### config.mk
export PLATFORM = sky130hd
export DESIGN_NAME = hdc_core_top
export DESIGN_NICKNAME = d
export VERILOG_FILES = /design/src/rtl/hdc_pkg.sv /design/src/rtl/hdc_bus_slave.sv /design/src/rtl/hdc_item_memory.sv /design/src/rtl/hdc_thread_engine.sv /design/src/rtl/hdc_result_fifo.sv /design/src/rtl/hdc_core_top.sv
export SDC_FILE = /design/constraint.sdc
export NUM_CORES = 2
export LEC_CHECK = 0
export BUFFER_PORTS_ARGS = -buffer_cell sky130_fd_sc_hd__buf_2
export CORE_AREA = 8 8 543 545
export CTS_CLUSTER_SIZE = 14
export DETAILED_ROUTE_END_ITERATION = 8
export DIE_AREA = 0 0 551 553
export GPL_ROUTABILITY_DRIVEN = 0
export MAX_ROUTING_LAYER = met4
export PLACE_DENSITY_LB_ADDON = 0.12
export REMOVE_ABC_BUFFERS = 1
export SLEW_MARGIN = 20
export SYNTH_ARGS = -nofsm -noshare
export SYNTH_HDL_FRONTEND = slang
export SYNTH_SLANG_ARGS = --single-unit
### constraint.sdc
create_clock -name clk -period 17.8 [get_ports clk]
set_clock_uncertainty 0.2 [all_clocks]
set_input_delay 4.45 -clock clk [delete_from_list [all_inputs] [get_ports clk]]
set_output_delay 4.45 -clock clk [all_outputs]
set_load 0.05 [all_outputs]
### src/rtl/hdc_pkg.sv
package hdc_pkg;

    // hypervector width, also the bus data width
    localparam int VEC_W = 32;

    // rotate amount held in the low instruction bits
    localparam int ROT_W = 5;

    // interleaved threads and the width of their index
    localparam int THREADS = 5;
    localparam int THREAD_W = 3;

    // item memory geometry
    localparam int ITEM_DEPTH = 64;
    localparam int ITEM_AW = 6;

    // instruction word
    localparam int INST_W = 16;

    // wishbone word address
    localparam int BUS_AW = 8;

    // set selects the control region, clear selects item memory
    localparam int ADR_CTRL_BIT = 7;

    // control region offsets
    localparam logic [ ADR_CTRL_BIT-1:0 ] ADR_INST = 0;
    localparam logic [ ADR_CTRL_BIT-1:0 ] ADR_RESULT = 1;
    localparam logic [ ADR_CTRL_BIT-1:0 ] ADR_STATUS = 2;

    // result queue
    localparam int FIFO_DEPTH = 4;
    localparam int FIFO_CW = 3;

    // instruction bit positions
    // address form: load or wb.item
    localparam int OP_ADDR = 15;
    // rotate reg2 before use
    localparam int OP_PERM = 14;
    // load with OP_ADDR, xor without
    localparam int OP_XOR_LOAD = 13;
    // wb.item with OP_ADDR, store without
    localparam int OP_STORE_WB = 12;
    localparam int OP_MOVE = 11;
    localparam int OP_LAST = 10;

endpackage

### src/rtl/hdc_bus_slave.sv
module hdc_bus_slave (
    input  logic                                clk,
    input  logic                                rst,
    input  logic                                cyc,
    input  logic                                stb,
    input  logic                                we,
    input  logic [ hdc_pkg::BUS_AW-1:0 ]        adr,
    input  logic [ hdc_pkg::VEC_W-1:0 ]         dat_w,
    output logic [ hdc_pkg::VEC_W-1:0 ]         dat_r,
    output logic                                ack,
    output logic                                inst_valid,
    output logic                                restart,
    output logic [ hdc_pkg::INST_W-1:0 ]        inst,
    output logic                                host_we,
    output logic [ hdc_pkg::ITEM_AW-1:0 ]       host_addr,
    output logic [ hdc_pkg::VEC_W-1:0 ]         host_data,
    output logic                                pop,
    input  logic [ hdc_pkg::VEC_W-1:0 ]         head,
    input  logic [ hdc_pkg::FIFO_CW-1:0 ]       count,
    input  logic                                full,
    input  logic                                last
);

    logic                                       is_ctrl;
    logic [ hdc_pkg::ADR_CTRL_BIT-1:0 ]         offset;
    logic                                       inst_wr;
    logic                                       result_rd;
    logic                                       status_acc;
    logic                                       queue_busy;
    logic                                       accept;
    logic [ hdc_pkg::VEC_W-1:0 ]                status_word;
    logic [ hdc_pkg::VEC_W-1:0 ]                rd_word;

    // address map
    assign is_ctrl = adr[ hdc_pkg::ADR_CTRL_BIT ];
    assign offset = adr[ hdc_pkg::ADR_CTRL_BIT-1:0 ];
    assign inst_wr = is_ctrl & we & (offset == hdc_pkg::ADR_INST);
    assign result_rd = is_ctrl & ~we & (offset == hdc_pkg::ADR_RESULT);
    assign status_acc = is_ctrl & (offset == hdc_pkg::ADR_STATUS);
    assign queue_busy = count != '0;

    // instruction writes wait while the queue has no room
    // everything else goes through on the next cycle
    assign accept = cyc & stb & ~ack & ~(inst_wr & full);

    // last in bit 0, queue count from bit 8
    always_comb begin
        status_word = '0;
        status_word[ 0 ] = last;
        status_word[ 8 +: hdc_pkg::FIFO_CW ] = count;
    end

    // empty queue and item reads give zero
    always_comb begin
        rd_word = '0;
        if (result_rd && queue_busy) begin
            rd_word = head;
        end else if (status_acc && !we) begin
            rd_word = status_word;
        end
    end

    // single-cycle ack and command pulses, all in the ack cycle
    always_ff @(posedge clk) begin
        if (rst) begin
            ack <= 1'b0;
            inst_valid <= 1'b0;
            restart <= 1'b0;
            host_we <= 1'b0;
            pop <= 1'b0;
        end else begin
            ack <= accept;
            inst_valid <= accept & inst_wr;
            restart <= accept & status_acc & we;
            host_we <= accept & we & ~is_ctrl;
            // head was sampled at the same edge, pop lands after it
            pop <= accept & result_rd & queue_busy;
        end
    end

    // data follows the accepted transfer
    always_ff @(posedge clk) begin
        if (accept) begin
            dat_r <= rd_word;
            inst <= dat_w[ hdc_pkg::INST_W-1:0 ];
            host_addr <= adr[ hdc_pkg::ITEM_AW-1:0 ];
            host_data <= dat_w;
        end
    end

endmodule

### src/rtl/hdc_item_memory.sv
module hdc_item_memory (
    input  logic                                clk,
    input  logic                                host_we,
    input  logic [ hdc_pkg::ITEM_AW-1:0 ]       host_addr,
    input  logic [ hdc_pkg::VEC_W-1:0 ]         host_data,
    input  logic                                wb_we,
    input  logic [ hdc_pkg::ITEM_AW-1:0 ]       wb_addr,
    input  logic [ hdc_pkg::VEC_W-1:0 ]         wb_data,
    input  logic [ hdc_pkg::ITEM_AW-1:0 ]       rd_addr,
    output logic [ hdc_pkg::VEC_W-1:0 ]         rd_data
);

    // hypervector store, block ram shaped
    logic [ hdc_pkg::VEC_W-1:0 ]                mem [ hdc_pkg::ITEM_DEPTH ];

    always_ff @(posedge clk) begin
        // bus fill or engine write-back
        // the two never fire in the same cycle
        if (host_we) begin
            mem[ host_addr ] <= host_data;
        end else if (wb_we) begin
            mem[ wb_addr ] <= wb_data;
        end

        // free-running read, consumer picks it up when needed
        rd_data <= mem[ rd_addr ];
    end

endmodule

### src/rtl/hdc_thread_engine.sv
module hdc_thread_engine (
    input  logic                                clk,
    input  logic                                rst,
    input  logic                                inst_valid,
    input  logic                                restart,
    input  logic [ hdc_pkg::INST_W-1:0 ]        inst,
    output logic [ hdc_pkg::ITEM_AW-1:0 ]       rd_addr,
    input  logic [ hdc_pkg::VEC_W-1:0 ]         rd_data,
    output logic                                wb_we,
    output logic [ hdc_pkg::ITEM_AW-1:0 ]       wb_addr,
    output logic [ hdc_pkg::VEC_W-1:0 ]         wb_data,
    output logic                                push,
    output logic [ hdc_pkg::VEC_W-1:0 ]         push_data,
    output logic                                last
);

    // decode stage
    logic [ hdc_pkg::THREAD_W-1:0 ]             thread_cnt;

    // execute stage
    logic                                       ex_valid;
    logic [ hdc_pkg::INST_W-1:0 ]               ex_inst;
    logic [ hdc_pkg::THREAD_W-1:0 ]             ex_thread;
    logic [ hdc_pkg::VEC_W-1:0 ]                reg1_q;
    logic [ hdc_pkg::VEC_W-1:0 ]                reg2_q;

    // per-thread register files
    logic [ hdc_pkg::VEC_W-1:0 ]                reg1_file [ hdc_pkg::THREADS ];
    logic [ hdc_pkg::VEC_W-1:0 ]                reg2_file [ hdc_pkg::THREADS ];

    // rotate and operand
    logic [ 2*hdc_pkg::VEC_W-1:0 ]              rot_wide;
    logic [ hdc_pkg::VEC_W-1:0 ]                operand;

    // decoded operations
    logic                                       addr_form;
    logic                                       do_load;
    logic                                       do_wb;
    logic                                       do_xor;
    logic                                       do_store;
    logic                                       do_move;
    logic                                       do_last;

    // load address goes out in the decode cycle
    assign rd_addr = inst[ hdc_pkg::ITEM_AW-1:0 ];

    // round robin over the threads, restart rewinds to thread 0
    always_ff @(posedge clk) begin
        if (rst || restart) begin
            thread_cnt <= '0;
        end else if (inst_valid) begin
            if (thread_cnt == hdc_pkg::THREAD_W'(hdc_pkg::THREADS - 1)) begin
                thread_cnt <= '0;
            end else begin
                thread_cnt <= thread_cnt + 1'b1;
            end
        end
    end

    always_ff @(posedge clk) begin
        if (rst) begin
            ex_valid <= 1'b0;
        end else begin
            ex_valid <= inst_valid;
        end
    end

    // latch the instruction and its thread's registers
    // the previous instruction has already written back by now
    always_ff @(posedge clk) begin
        if (inst_valid) begin
            ex_inst <= inst;
            ex_thread <= thread_cnt;
            reg1_q <= reg1_file[ thread_cnt ];
            reg2_q <= reg2_file[ thread_cnt ];
        end
    end

    // cyclic left rotate by the low instruction bits
    assign rot_wide = {reg2_q, reg2_q} << ex_inst[ hdc_pkg::ROT_W-1:0 ];
    assign operand = ex_inst[ hdc_pkg::OP_PERM ] ?
                     rot_wide[ 2*hdc_pkg::VEC_W-1 -: hdc_pkg::VEC_W ] : reg2_q;

    // address form, load wins over wb.item
    assign addr_form = ex_inst[ hdc_pkg::OP_ADDR ];
    assign do_load = ex_valid & addr_form & ex_inst[ hdc_pkg::OP_XOR_LOAD ];
    assign do_wb = ex_valid & addr_form & ~ex_inst[ hdc_pkg::OP_XOR_LOAD ]
                   & ex_inst[ hdc_pkg::OP_STORE_WB ];

    // plain form: xor, store, move, last, else nop
    assign do_xor = ex_valid & ~addr_form & ex_inst[ hdc_pkg::OP_XOR_LOAD ];
    assign do_store = ex_valid & ~addr_form & ~ex_inst[ hdc_pkg::OP_XOR_LOAD ]
                      & ex_inst[ hdc_pkg::OP_STORE_WB ];
    assign do_move = ex_valid & ~addr_form & ~ex_inst[ hdc_pkg::OP_XOR_LOAD ]
                     & ~ex_inst[ hdc_pkg::OP_STORE_WB ] & ex_inst[ hdc_pkg::OP_MOVE ];
    assign do_last = ex_valid & ~addr_form & ~ex_inst[ hdc_pkg::OP_XOR_LOAD ]
                     & ~ex_inst[ hdc_pkg::OP_STORE_WB ] & ~ex_inst[ hdc_pkg::OP_MOVE ]
                     & ex_inst[ hdc_pkg::OP_LAST ];

    // wb.item writes reg2 as is, low bits carry the address
    assign wb_we = do_wb;
    assign wb_addr = ex_inst[ hdc_pkg::ITEM_AW-1:0 ];
    assign wb_data = reg2_q;

    // store sends the operand to the queue
    assign push = do_store;
    assign push_data = operand;

    // register write-back at the end of the execute cycle
    always_ff @(posedge clk) begin
        if (rst) begin
            for (int t = 0; t < hdc_pkg::THREADS; t++) begin
                reg1_file[ t ] <= '0;
                reg2_file[ t ] <= '0;
            end
        end else begin
            if (do_load) begin
                reg2_file[ ex_thread ] <= rd_data;
            end else if (do_xor) begin
                reg2_file[ ex_thread ] <= reg1_q ^ operand;
            end
            if (do_move) begin
                reg1_file[ ex_thread ] <= operand;
            end
        end
    end

    // sticky until the host restarts
    always_ff @(posedge clk) begin
        if (rst || restart) begin
            last <= 1'b0;
        end else if (do_last) begin
            last <= 1'b1;
        end
    end

endmodule

### src/rtl/hdc_result_fifo.sv
module hdc_result_fifo (
    input  logic                                clk,
    input  logic                                rst,
    input  logic                                push,
    input  logic [ hdc_pkg::VEC_W-1:0 ]         push_data,
    input  logic                                pop,
    output logic [ hdc_pkg::VEC_W-1:0 ]         head,
    output logic [ hdc_pkg::FIFO_CW-1:0 ]       count,
    output logic                                full
);

    logic [ hdc_pkg::VEC_W-1:0 ]                mem [ hdc_pkg::FIFO_DEPTH ];
    logic [ $clog2(hdc_pkg::FIFO_DEPTH)-1:0 ]   wr_ptr;
    logic [ $clog2(hdc_pkg::FIFO_DEPTH)-1:0 ]   rd_ptr;
    logic                                       at_cap;
    logic                                       do_push;
    logic                                       do_pop;

    assign at_cap = count == hdc_pkg::FIFO_CW'(hdc_pkg::FIFO_DEPTH);
    assign do_push = push & ~at_cap;
    // popping nothing is a no-op
    assign do_pop = pop & (count != '0);

    // a store in flight already claims the last slot,
    // so the bus cannot ack one instruction too many
    assign full = at_cap | (push & (count == hdc_pkg::FIFO_CW'(hdc_pkg::FIFO_DEPTH - 1)));

    assign head = mem[ rd_ptr ];

    always_ff @(posedge clk) begin
        if (do_push) begin
            mem[ wr_ptr ] <= push_data;
        end
    end

    // pointers wrap on their own, depth is a power of two
    always_ff @(posedge clk) begin
        if (rst) begin
            wr_ptr <= '0;
            rd_ptr <= '0;
            count <= '0;
        end else begin
            if (do_push) begin
                wr_ptr <= wr_ptr + 1'b1;
            end
            if (do_pop) begin
                rd_ptr <= rd_ptr + 1'b1;
            end
            if (do_push && !do_pop) begin
                count <= count + 1'b1;
            end else if (do_pop && !do_push) begin
                count <= count - 1'b1;
            end
        end
    end

endmodule

### src/rtl/hdc_core_top.sv
module hdc_core_top (
    input  logic                                clk,
    input  logic                                rst,
    input  logic                                cyc,
    input  logic                                stb,
    input  logic                                we,
    input  logic [ hdc_pkg::BUS_AW-1:0 ]        adr,
    input  logic [ hdc_pkg::VEC_W-1:0 ]         dat_w,
    output logic [ hdc_pkg::VEC_W-1:0 ]         dat_r,
    output logic                                ack
);

    // bus slave to engine
    logic                                       inst_valid;
    logic                                       restart;
    logic [ hdc_pkg::INST_W-1:0 ]               inst;
    logic                                       last;

    // item memory ports
    logic                                       host_we;
    logic [ hdc_pkg::ITEM_AW-1:0 ]              host_addr;
    logic [ hdc_pkg::VEC_W-1:0 ]                host_data;
    logic                                       wb_we;
    logic [ hdc_pkg::ITEM_AW-1:0 ]              wb_addr;
    logic [ hdc_pkg::VEC_W-1:0 ]                wb_data;
    logic [ hdc_pkg::ITEM_AW-1:0 ]              rd_addr;
    logic [ hdc_pkg::VEC_W-1:0 ]                rd_data;

    // result queue
    logic                                       push;
    logic [ hdc_pkg::VEC_W-1:0 ]                push_data;
    logic                                       pop;
    logic [ hdc_pkg::VEC_W-1:0 ]                head;
    logic [ hdc_pkg::FIFO_CW-1:0 ]              count;
    logic                                       full;

    hdc_bus_slave u_hdc_bus_slave (
        .clk        (clk),
        .rst        (rst),
        .cyc        (cyc),
        .stb        (stb),
        .we         (we),
        .adr        (adr),
        .dat_w      (dat_w),
        .dat_r      (dat_r),
        .ack        (ack),
        .inst_valid (inst_valid),
        .restart    (restart),
        .inst       (inst),
        .host_we    (host_we),
        .host_addr  (host_addr),
        .host_data  (host_data),
        .pop        (pop),
        .head       (head),
        .count      (count),
        .full       (full),
        .last       (last)
    );

    hdc_item_memory u_hdc_item_memory (
        .clk        (clk),
        .host_we    (host_we),
        .host_addr  (host_addr),
        .host_data  (host_data),
        .wb_we      (wb_we),
        .wb_addr    (wb_addr),
        .wb_data    (wb_data),
        .rd_addr    (rd_addr),
        .rd_data    (rd_data)
    );

    hdc_thread_engine u_hdc_thread_engine (
        .clk        (clk),
        .rst        (rst),
        .inst_valid (inst_valid),
        .restart    (restart),
        .inst       (inst),
        .rd_addr    (rd_addr),
        .rd_data    (rd_data),
        .wb_we      (wb_we),
        .wb_addr    (wb_addr),
        .wb_data    (wb_data),
        .push       (push),
        .push_data  (push_data),
        .last       (last)
    );

    hdc_result_fifo u_hdc_result_fifo (
        .clk        (clk),
        .rst        (rst),
        .push       (push),
        .push_data  (push_data),
        .pop        (pop),
        .head       (head),
        .count      (count),
        .full       (full)
    );

endmodule

* After elaboration in Yosys (flattened, before gate mapping) *
Memory sizes are Yosys's and may differ from the RTL's. A register that Yosys moved wholly into a read port is not among the register bits.
Cells that the tools add are included.

cells by class
  $add $sub $neg = 5
  equal/unequal tests = 5
  shift-type cells = 1
  muxes and demuxes = 37
  bitwise logic cells = 43
  reductions and logical operators = 14

operator list
  cell                                                                    number
  32-bit two-way mux                                                      6
  32-bit OR reduction                                                     3
  64-bit by 5-bit << shifter with 64-bit output                           1
  32-bit XOR                                                              1
  1-bit bitwise AND                                                       31
  1-bit two-way mux                                                       22
  3-bit two-way mux                                                       5
  11-bit two-way mux                                                      1
  1-bit NOT                                                               9
  7-bit by 1-bit equality test with 1-bit output (second input constant)  1
  7-bit by 2-bit equality test with 1-bit output (second input constant)  1
  7-bit logical NOT                                                       1
  3-bit by 1-bit adder with 3-bit output (second input constant)          2
  3-bit equality test (second input constant)                             2
  6-bit two-way mux                                                       1
  2-bit by 1-bit adder with 2-bit output (second input constant)          2
  1-bit logical AND                                                       4
  2-bit two-way mux                                                       2
  3-bit by 2-bit equality test with 1-bit output (second input constant)  1
  1-bit logical NOT                                                       3
  3-bit nonzero test                                                      1
  3-bit by 1-bit subtractor with 3-bit output (second input constant)     1
  1-bit OR                                                                2
  2-bit nonzero test                                                      1
  1-bit logical OR                                                        1

storage, ports and cells
  bits in registers = 122
  bits in writable memories = 2496
  memories kept = 4

memory list
  memory                         words  bits a word  read ports  clocked after memory_dff  wr ports  line                     RTL
  u_hdc_item_memory.mem          64     32           1           1                         1         hdc_item_memory.sv:14    logic [ hdc_pkg::VEC_W-1:0 ] mem [ hdc_pkg::ITEM_DEPTH ];
  u_hdc_thread_engine.reg1_file  5      32           1           1                         5         hdc_thread_engine.sv:28  logic [ hdc_pkg::VEC_W-1:0 ] reg1_file [ hdc_pkg::THREADS ];
  u_hdc_thread_engine.reg2_file  5      32           1           1                         5         hdc_thread_engine.sv:29  logic [ hdc_pkg::VEC_W-1:0 ] reg2_file [ hdc_pkg::THREADS ];
  u_hdc_result_fifo.mem          4      32           1           1                         1         hdc_result_fifo.sv:12    logic [ hdc_pkg::VEC_W-1:0 ] mem [ hdc_pkg::FIFO_DEPTH ];

* Logic depth before layout (Yosys ltp) *
  word-level depth = 11
  mapped depth = 9
  mapped depth without buffers = 8

* Cells and area by module *
A second synthesis with hierarchy kept.

second synthesis, totals
  cells, all modules = 5528
  area total of the unflattened synthesis = 115512.0 um^2

modules (own cells, without submodules)
  module             instances  cells an instance  area each (um^2)
  hdc_item_memory    1          3416               79470.0
  hdc_thread_engine  1          1715               27921.8
  hdc_result_fifo    1          216                5144.9
  hdc_bus_slave      1          181                2975.4

* Least setup slack after synthesis *
OpenSTA, ideal clock, no wires.

  kind = in2reg
  start point = input adr[5] in the netlist's numbering
  end point = register u_hdc_bus_slave.dat_r[0] in the netlist's numbering, enable pin
  arrival time = 8.048 ns
  required time = 17.079 ns
  path slack = 9.030 ns
  stages = 3
  path through = or4_1 nor4_1 a21oi_1

on the way
  cells in the longest elaborated chain, start to end = 5

RTL lines
  element                     line                 RTL
  start: declaration          hdc_core_top.sv:7    input logic [ hdc_pkg::BUS_AW-1:0 ] adr,
  7-bit logical NOT           hdc_bus_slave.sv:37  assign inst_wr = is_ctrl & we & (offset == hdc_pkg::ADR_INST);
  1-bit bitwise AND           hdc_bus_slave.sv:37
  1-bit bitwise AND           hdc_bus_slave.sv:44  assign accept = cyc & stb & ~ack & ~(inst_wr & full);
  1-bit NOT                   hdc_bus_slave.sv:44
  1-bit bitwise AND           hdc_bus_slave.sv:44
  via u_hdc_bus_slave.accept  hdc_bus_slave.sv:30  logic accept;
  end signal: assignment      hdc_bus_slave.sv:84  dat_r <= rd_word;
  end: declaration            hdc_bus_slave.sv:9   output logic [ hdc_pkg::VEC_W-1:0 ] dat_r,

The timed path passes the listed nets, and every way through them passes these cells.
A chain may end at the register's enable or synchronous reset.

* Worst setup path after layout *
  start point = input adr[2] in the netlist's numbering
  end point = register u_hdc_bus_slave.dat_r[5] in the netlist's numbering, enable pin

Same word-level chain as after synthesis.

==> results.tsv <==
metric	value	unit
cell taking the most area after synthesis	edfxtp_1	
Top Layer Used	met4	
Fin. Hold Viols	0	
Async SR Flop Fraction	0	%
Yosys Warn Count	0	
Die Width	551	um
hold path endpoint	u_hdc_thread_engine.ex_inst[14]$_DFFE_PP_	
min Tclk post-route	7.08	ns
Primary FF master, synth	edfxtp_1	
period utilization	39.8	%
DR vias	54500	
peak supply drop	0.0766	mV
DRT Pass-1 Iters	5	
Num CTS Buffers	319	
Die H	553	um
# fillers	24200	
Max Root-Sink Buffers	4	
most frequent cells after synthesis	2,837 x edfxtp_1, 843 x mux4_2, 320 x nor2_1	
Synth area leaders	edfxtp_1 75%, mux4_2 17%, nor2_1 1.1%	
gr usage total	20.7	%
Met3 Wirelength	19800	um
drt total wl	312000	um
wire length on met1	132000	um
hold path startpoint	u_hdc_bus_slave.host_data[14]$_DFFE_PP_	
initial antenna violation count	16	
Hold Path Stages	0	
syn avg cell area	21.8	um^2
WL met2	150000	um
drc violations	0	
Root Driver	clkbuf_16	
Worst Tran Pin Value	1.20	ns
reg2reg start	u_hdc_bus_slave.host_data[2]$_DFFE_PP_	
outcome	completed	
largest net degree at the start of global routing	108	
final setup fails	0	
Reg area	86200	um^2
grt total ovfl	0	
RSZ-0062 raised after global routing	no	
setup bufs post-CTS	0	
H-tree depth	5	
Post-Syn Area	114000	um^2
post-CTS sizing	0	
hpwl dp	172000	um
IO Count	78	
Crit Path Category	input pin to flop	
Final Max Tran Viols	0	
CTS Hold Bufs	0	
die area	305000	um^2
multi-input logic area	26800	um^2
vias in the first global route	56400	
clock sinks	2888	
Crit. End Element	flop	
flops & latches, synth	2888	
worst r2r dst	u_hdc_item_memory.rd_data[25]$_DFF_P_	
critical path arrival	7.36	ns
CP startpoint kind	input pin	
# port buffers	77	
DRT iter0 DRCs	5763	
Starting Density	39.7	%
TritonCTS clock tree	done	
Req. time, crit path	18.08	ns
share of post-route cells with drive strength above 1	30.1	%
total core area	286000	um^2
R2R depth	7	
Pleak	0.0411	uW
Layout Nets	5559	
fmax	0.141	GHz
row cnt	197	
antenna-violating nets left	0	
max-cap viol count	0	
first-pass GRT wire length	437000	um
smallest hold slack	0.263	ns
Core Util, Final	45.3	%
Worst slew margin	20.1	%
Reg clk slew, reported paths	0.06	ns
EDFF count, synth	2837	
Vias per Instance	5.72	
worst-path fanout max	53	
pwr dens	110	nW/um^2
worst hold path type	flop to flop	
clock latency on the worst-skew pair	0.90	ns
Synth cell types	45	
R2R Setup Slk	12.10	ns
Area Overhead vs Synth	14.0	%
gate count of the mapped netlist	5207	
DR WL/cell	32.7	um
sequential area share after synthesis	75.8	%
share of the synthesized area in the top cell type	74.9	%
top-count cell post-synth	edfxtp_1	
[routing by layer]
layer / GRT usage (%) / up-vias
li1: - / 22400
met1: 28.0 / 29800
met2: 32.5 / 1829
met3: 3.53 / 469
met4: 6.10 / 0
met5: - / -
[report_power, final]
group          internal (uW)  switching [uW]  total (uW)
clock network           3600            2670        6270
registers               7480            22.9        7500
logic                    157             295         451
total                  11200            2990       14200
[layout by cell type, fill, tap and decap left out, drive strengths merged, types with 2 or more instances in the layout]
cell type     n
nand2b       24
and3         32
nor3         42
inv          62
a21oi       205
o22ai         6
nor2        320
ha            7
nor2b        41
nand3         3
o2bb2ai       5
diode         5
mux2        103
nand2        92
nand3b        4
dfxtp        51
nor4bb        2
clkinvlp      3
mux4        855
mux2i        97
edfxtp     2837
o21ai         2
a211oi       10
clkinv      132
or2           2
or3           2
and2          7
xor2          4
bufinv       18
buf         268
xnor2        33
clkbuf      395
a21o         32
a22oi        46
[cell families after synthesis]
logic type	after synthesis	synth area share, %
buffers and inverters	334	1.18
xor gates and xnor gates	37	0.285
muxes	1055	18.8
adders and majority gates	8	0.0946
AOI/OAI and AO/OA	308	1.58
and+or+nand+nor	577	2.24
DFF	2888	75.8
[registers in the layout (all words and copies together) (netlist names), 32 cells and up, named ones only]
name / cells
u_hdc_thread_engine.reg1_file: 256
u_hdc_item_memory.mem: 2048
u_hdc_thread_engine.wb_data: 32
u_hdc_thread_engine.reg2_file: 256
u_hdc_item_memory.rd_data: 32
u_hdc_bus_slave.host_data: 32
u_hdc_result_fifo.mem: 128
u_hdc_bus_slave.dat_r: 32
u_hdc_thread_engine.reg1_q: 32
[worst max-delay path, cell delays in order]
cell,delay (ns)
buf_2,0.11
or4_1,0.91
nor4_1,0.83
a21oi_4,0.43
buf_4,0.51
[how the worst max path moves through the flow]
| stage | startpoint | end | slack [ns] | cells after the start |
|---|---|---|---|---|
| global route | adr[2] | u_hdc_bus_slave.dat_r[5]$_SDFFCE_PN0P_ | 10.68 | 5 |
| CTS | adr[2] | u_hdc_bus_slave.dat_r[2]$_SDFFCE_PN0P_ | 10.75 | 5 |
| detailed placement | adr[5] | u_hdc_bus_slave.dat_r[23]$_SDFFCE_PN0P_ | 9.88 | 5 |
| global placement | adr[5] | u_hdc_bus_slave.dat_r[23]$_SDFFCE_PN0P_ | 9.94 | 5 |
| finish | adr[2] | u_hdc_bus_slave.dat_r[5]$_SDFFCE_PN0P_ | 10.72 | 5 |
| floorplan | u_hdc_bus_slave.host_data[0]$_DFFE_PP_ | u_hdc_thread_engine.ex_inst[0]$_DFFE_PP_ | -4.57 | 0 |
[cell type report]
class                           instances  share of cell area [%]
Multi-Input combinational cell       1985                    20.7
Tap cell                             3781                    3.65
Clock buffer                          395                    6.43
Inverter                               44                   0.127
Clock inverter                        171                    1.14
Sequential cell                      2888                    66.5
Antenna cell                            5                 0.00965
Timing Repair Buffer                  268                    1.47
[stage by stage]
step                std cells  TNS, ns  instance area (um^2)  setup WS [ns]  power, uW
floorplan                4917  -380.70                113000          -4.57       8040
global placement         8961        0                120000           9.94       8090
detailed placement       8961        0                120000           9.88       8100
CTS                      9527        0                130000          10.75      14400
global route             9533        0                130000          10.68      14600
finish                   9537        0                130000          10.72      14200
Note: power is estimated with default switching activity, not from simulation.
